**config.mk**
```make
export PLATFORM = sky130hd
export DESIGN_NAME = sipo_buffer
export DESIGN_NICKNAME = d
export VERILOG_FILES = /design/src/logic/pe_cfg_pkg.sv /design/src/logic/sipo_buffer.sv
export SDC_FILE = /design/constraint.sdc
export NUM_CORES = 2
export LEC_CHECK = 0
export ABC_CLOCK_PERIOD_IN_PS = 5700
export CORE_MARGIN = 2
export CORE_UTILIZATION = 35
export DETAILED_ROUTE_END_ITERATION = 8
export DONT_BUFFER_PORTS = 1
export GPL_ROUTABILITY_DRIVEN = 0
export GPL_TIMING_DRIVEN = 0
export PLACE_DENSITY = 0.59
export SETUP_SLACK_MARGIN = 0.5
export SLEW_MARGIN = 20
export SYNTH_ARGS = -nofsm -noshare
export SYNTH_HDL_FRONTEND = slang
export SYNTH_SLANG_ARGS = --single-unit
export TNS_END_PERCENT = 100
```
**constraint.sdc**
```tcl
create_clock -name clk -period 5.7 [get_ports clk]
set_clock_uncertainty 0.15 [all_clocks]
set_input_delay 0 -clock clk [delete_from_list [all_inputs] [get_ports clk]]
set_output_delay 0 -clock clk [all_outputs]
set_load 0.01 [all_outputs]
```
**src/logic/pe_cfg_pkg.sv**
```systemverilog
package pe_cfg_pkg;

    ////////////////////////////////////////
    // Core dimensions
    ////////////////////////////////////////

    // One signed real value
    localparam int DATA_WIDTH = 16;

    // Lanes in the processing element bank
    localparam int PE_NUM = 8;

    // Rows summed per block
    localparam int ROWS = 16;

    // Elements held by each buffer
    localparam int DEPTH = PE_NUM * ROWS;

    // Full product plus headroom for ROWS additions
    localparam int ACC_WIDTH = 2 * DATA_WIDTH + $clog2(ROWS);

    // Counter widths
    localparam int LANE_W = $clog2(PE_NUM);
    localparam int ROW_W  = $clog2(ROWS);

endpackage

```
**src/logic/sipo_buffer.sv**
```systemverilog
`timescale 1ns/1ns

module sipo_buffer import pe_cfg_pkg::*; #(
    parameter type elem_t = logic [DATA_WIDTH-1:0]
) (
    input  logic                     clk,
    input  logic                     rst_n,
    input  logic                     ce,
    input  logic                     s_in_v,
    input  elem_t                    s_in,
    input  logic                     shift_v,
    output logic                     p_out_v,
    output elem_t [PE_NUM-1:0]       p_out
);

    // Storage, one entry per row
    elem_t [PE_NUM-1:0] mem [ROWS];

    // Write side walks lanes first, then rows
    logic [LANE_W-1:0] wr_lane;
    logic [ROW_W-1:0]  wr_row;

    // Read side walks whole rows
    logic [ROW_W-1:0]  rd_row;

    logic wr_en;
    logic rd_en;
    logic wr_lane_last;
    logic wr_row_last;
    logic rd_row_last;

    ////////////////////////////////////////
    // Strobes and wrap points
    ////////////////////////////////////////

    assign wr_en = ce & s_in_v;
    assign rd_en = ce & shift_v;

    assign wr_lane_last = (wr_lane == LANE_W'(PE_NUM - 1));
    assign wr_row_last  = (wr_row == ROW_W'(ROWS - 1));
    assign rd_row_last  = (rd_row == ROW_W'(ROWS - 1));

    ////////////////////////////////////////
    // Serial load
    ////////////////////////////////////////

    // Element k goes to row k / PE_NUM, lane k % PE_NUM
    always_ff @(posedge clk) begin
        if (wr_en) begin
            mem[wr_row][wr_lane] <= s_in;
        end
    end

    always_ff @(posedge clk) begin
        if (!rst_n) begin
            wr_lane <= '0;
            wr_row  <= '0;
        end else if (wr_en) begin
            if (wr_lane_last) begin
                wr_lane <= '0;
                // Wraps at DEPTH so the next block overwrites row 0
                wr_row  <= wr_row_last ? '0 : wr_row + 1'b1;
            end else begin
                wr_lane <= wr_lane + 1'b1;
            end
        end
    end

    ////////////////////////////////////////
    // Parallel read
    ////////////////////////////////////////

    // Row register, updated only on a shift
    always_ff @(posedge clk) begin
        if (rd_en) begin
            p_out <= mem[rd_row];
        end
    end

    always_ff @(posedge clk) begin
        if (!rst_n) begin
            rd_row  <= '0;
            p_out_v <= 1'b0;
        end else if (ce) begin
            // One cycle of valid per shift cycle
            p_out_v <= shift_v;
            if (shift_v) begin
                rd_row <= rd_row_last ? '0 : rd_row + 1'b1;
            end
        end
    end

endmodule

```
==> impl_results.md <==
* Outcome: completed
* Avg Cell Area, Syn at 23.36 um^2
* Total core area at 232100 um^2
* Clock Path Buffers at 3
* Clock latency on the worst-skew pair at 0.84 ns
* Final wirelength at 198.0 mm
* Layout area overhead at 16.64%
* Number of global-route vias before repair at 38130
* Syn_nets at 3515
* Seq cells post-synth at 2188
* Fin crit period at 3.668 ns
* Final-layout fill cell count at 20060
* Hold Buf Count CTS at 42
* RR Startpoint: rd_row[1]
* Max cap viols at 0
* Startpoint types: flop
* Critical Path End Type: flop
* Critical R2R Capture: p_out[13]
* Hold Vio Cnt, Final at 0
* Peak VDD IR at 0.0002713 V
* CP top delay family: buffers and inverters
* Final setup TNS at 0 ns
* Combinational power share at 3.5%
* Placed Cells incl. Taps at 6659
* Critical path depth at 6
* Postcts setup bufs at 0
* Post-synth EDFFs at 2176
* Seq pwr share at 53.9%
* Pwr/cell area at 347.6 nW/um^2
* Hold Path Depth at 2
* Critical Path AT at 4.00 ns
* Required time worst endpoint at 6.03 ns
* Leak pwr at 28.59 nW
* Initial DRC Count at 4293
* Setup-failing EPs final at 0
* Critical path's slowest cell: buf_1
* DIE AREA at 236700 um^2
* Main synth FF type: edfxtp_1
* Die Width at 486.5 um
* Seq/Total Area, Yosys at 80.50%
* Internal at 26.32 mW
* DP HPWL at 118.1 mm
* Cell Area, Synth at 81470 um^2
* Final period util at 64.36%
* Initial Util at 35.10%
* DRC Markers at 0
* First-pass GRT wire length at 280.7 mm
* DRT antenna net count at 0
* DR vias/cell at 5.340
* CTS tree: done
* RSZ-0062 raised after global routing: no
* WL/cell at 27.95 um
* Max-slew violations at 0
* Slowest Stage Delay on Critical Path at 0.74 ns
* Worst Hold Class: input port to flop
* Antenna violations before repair at 9
* Pin slew with the least headroom to its limit at 1.016 ns
* CTS Buf Count at 203
* Std cell rows at 177
* Most used cell, CP: buf_2
* Share of layout cells above drive strength 1 at 28.97%
* CP endpoint: p_out[13]
* Root Buffer: clkbuf_16
* Num ports at 150
* CP cell instances: buf_2, buf_2, buf_1, mux4_2, a22oi_1, nand2_1
* Largest net degree at the start of global routing at 129
* Clock share of power at 42.7%
* All-layer global routing usage at 16.56%
* Distinct cells, synth at 30
* Fmax at 272.6 MHz
* Max-slew headroom at 32.27%
* Origin of the worst setup path: rd_row[1]
* Die Y-Extent at 486.5 um
* Synth Warn # at 0
* H-tree depth at 4
* Buffers on Ports at 0
* FFs w/ async S/R, synth at 0%
* Synthesized instance count at 3487
* NetSw at 6.714 mW
* Vias after detailed routing at 37820
* Worst-path clk slew at 0.07 ns
* Grt ovf at 0
* Final std cells w/o fill at 7082
* DRT Pass-1 Iters at 5
* Critical-path maximum fanout at 10
* R2R setup slack at 2.03 ns
* Nets at 3891
* Kind of critical path: flop to flop
* Clock sinks at 2188
* R2R cell count at 6
* Util after Layout at 40.94%
* Switch share at 20.32%
* Buf/Inv on CP at 3
* Resize count post-CTS at 0
## power groups by stage
stage               clock (mW)  sequential, mW  combinational (mW)
global placement             0            18.1               0.841
CTS                       14.3            17.8                1.18
floorplan                    0            18.1               0.602
finish                    14.1            17.8                1.15
detailed placement           0            18.1               0.851
global route              14.9            17.8                1.23
## worst min path at each step
stage / slack [ns] / endpoint / from
4_1_cts: 0.05 / wr_lane[2] / s_in_v
2_1_floorplan: -0.05 / mem[0][0] / s_in[0]
5_1_grt: 0.07 / wr_row[0] / rst_n
3_5_place_dp: -0.03 / mem[4][110] / s_in[14]
6_report: 0.07 / mem[9][43] / s_in[11]
3_3_place_gp: -0.03 / mem[4][122] / s_in[10]
## metrics by stage
step                      area (um^2)  power [mW]  hold WS (ns)  setup slack, ns
after CTS                       95020       33.30       0.04536            2.034
after floorplan                 81470       18.73      -0.05113            2.484
final                           95030       33.04       0.07085            2.032
after detailed placement        87430       18.98      -0.02899            2.068
after global placement          85280       18.98      -0.02738           0.6716
after global routing            95020       33.96       0.06983            1.922
## synthesized netlist by cell type, drive strengths merged, types with 2 or more instances
| cell type | number | area [um^2] |
|---|---|---|
| a211o | 2 | 17.52 |
| nand2 | 153 | 574.3 |
| and2 | 3 | 18.77 |
| or3 | 2 | 12.51 |
| and3 | 2 | 12.51 |
| a22oi | 256 | 1922 |
| buf | 78 | 538.0 |
| edfxtp | 2176 | 65340 |
| clkbuf | 108 | 405.4 |
| inv | 4 | 15.01 |
| ha | 7 | 87.58 |
| dfxtp | 12 | 240.2 |
| mux4 | 512 | 11530 |
| o21ai | 2 | 10.01 |
| a21boi | 7 | 52.55 |
| xnor2 | 2 | 17.52 |
| nor2 | 131 | 491.7 |
| mux2i | 2 | 20.02 |
| nand3 | 14 | 70.07 |
| nor2b | 7 | 43.79 |
## registers in the layout, indices dropped and copies added, names as in the netlist
register,flops
p_out,128
mem,2048
p_out_v,1
rd_row,4
wr_lane,3
wr_row,4
## worst register-to-register path, stage by stage, from the launching register on
cell	delay (ns)
dfxtp_1	0.35
buf_2	0.44
buf_2	0.70
buf_1	0.74
mux4_2	0.42
a22oi_1	0.22
nand2_1	0.28
## placed cells by master, fill, tap and decap left out, types with 33 or more instances in the layout
cell type / n
buf_6: 90
nor2_2: 125
a22oi_1: 256
buf_8: 62
bufinv_16: 33
buf_2: 34
clkbuf_1: 134
edfxtp_1: 2176
clkinv_2: 38
clkbuf_16: 206
nand2_1: 141
mux4_2: 512
clkinv_1: 45
## final cells by class
| cell class | instances | area [um^2] | share of cell area (%) |
|---|---|---|---|
| repair buffers | 171 | 2451 | 2.579 |
| clock inverters | 138 | 1599 | 1.683 |
| multi-input cells | 1109 | 15320 | 16.12 |
| well taps | 3043 | 3807 | 4.007 |
| diodes | 4 | 10.01 | 0.01053 |
| flip-flops and latches | 2188 | 65580 | 69.01 |
| clock buffers | 239 | 5289 | 5.565 |
| inverters | 4 | 22.52 | 0.02370 |
| plain buffers | 186 | 950.9 | 1.001 |
## routing by layer
layer  wire length, um  vias up  GRT usage, %
met3             17080      262         4.293
met5                 0        -             0
li1                  -    15640             -
met1             83060    20430         23.24
met4              4014        0         3.803
met2             93790     1490         25.98
## kinds of logic after synthesis
| group | synth area share [%] |
|---|---|
| mux | 14.18 |
| fa+ha+maj | 0.1075 |
| flops | 80.50 |
| buf+inv | 1.176 |
| simple gates | 1.557 |
| xor+xnor | 0.02150 |
| compound gates | 2.463 |
No activity file was read; power rests on OpenSTA's default activity.
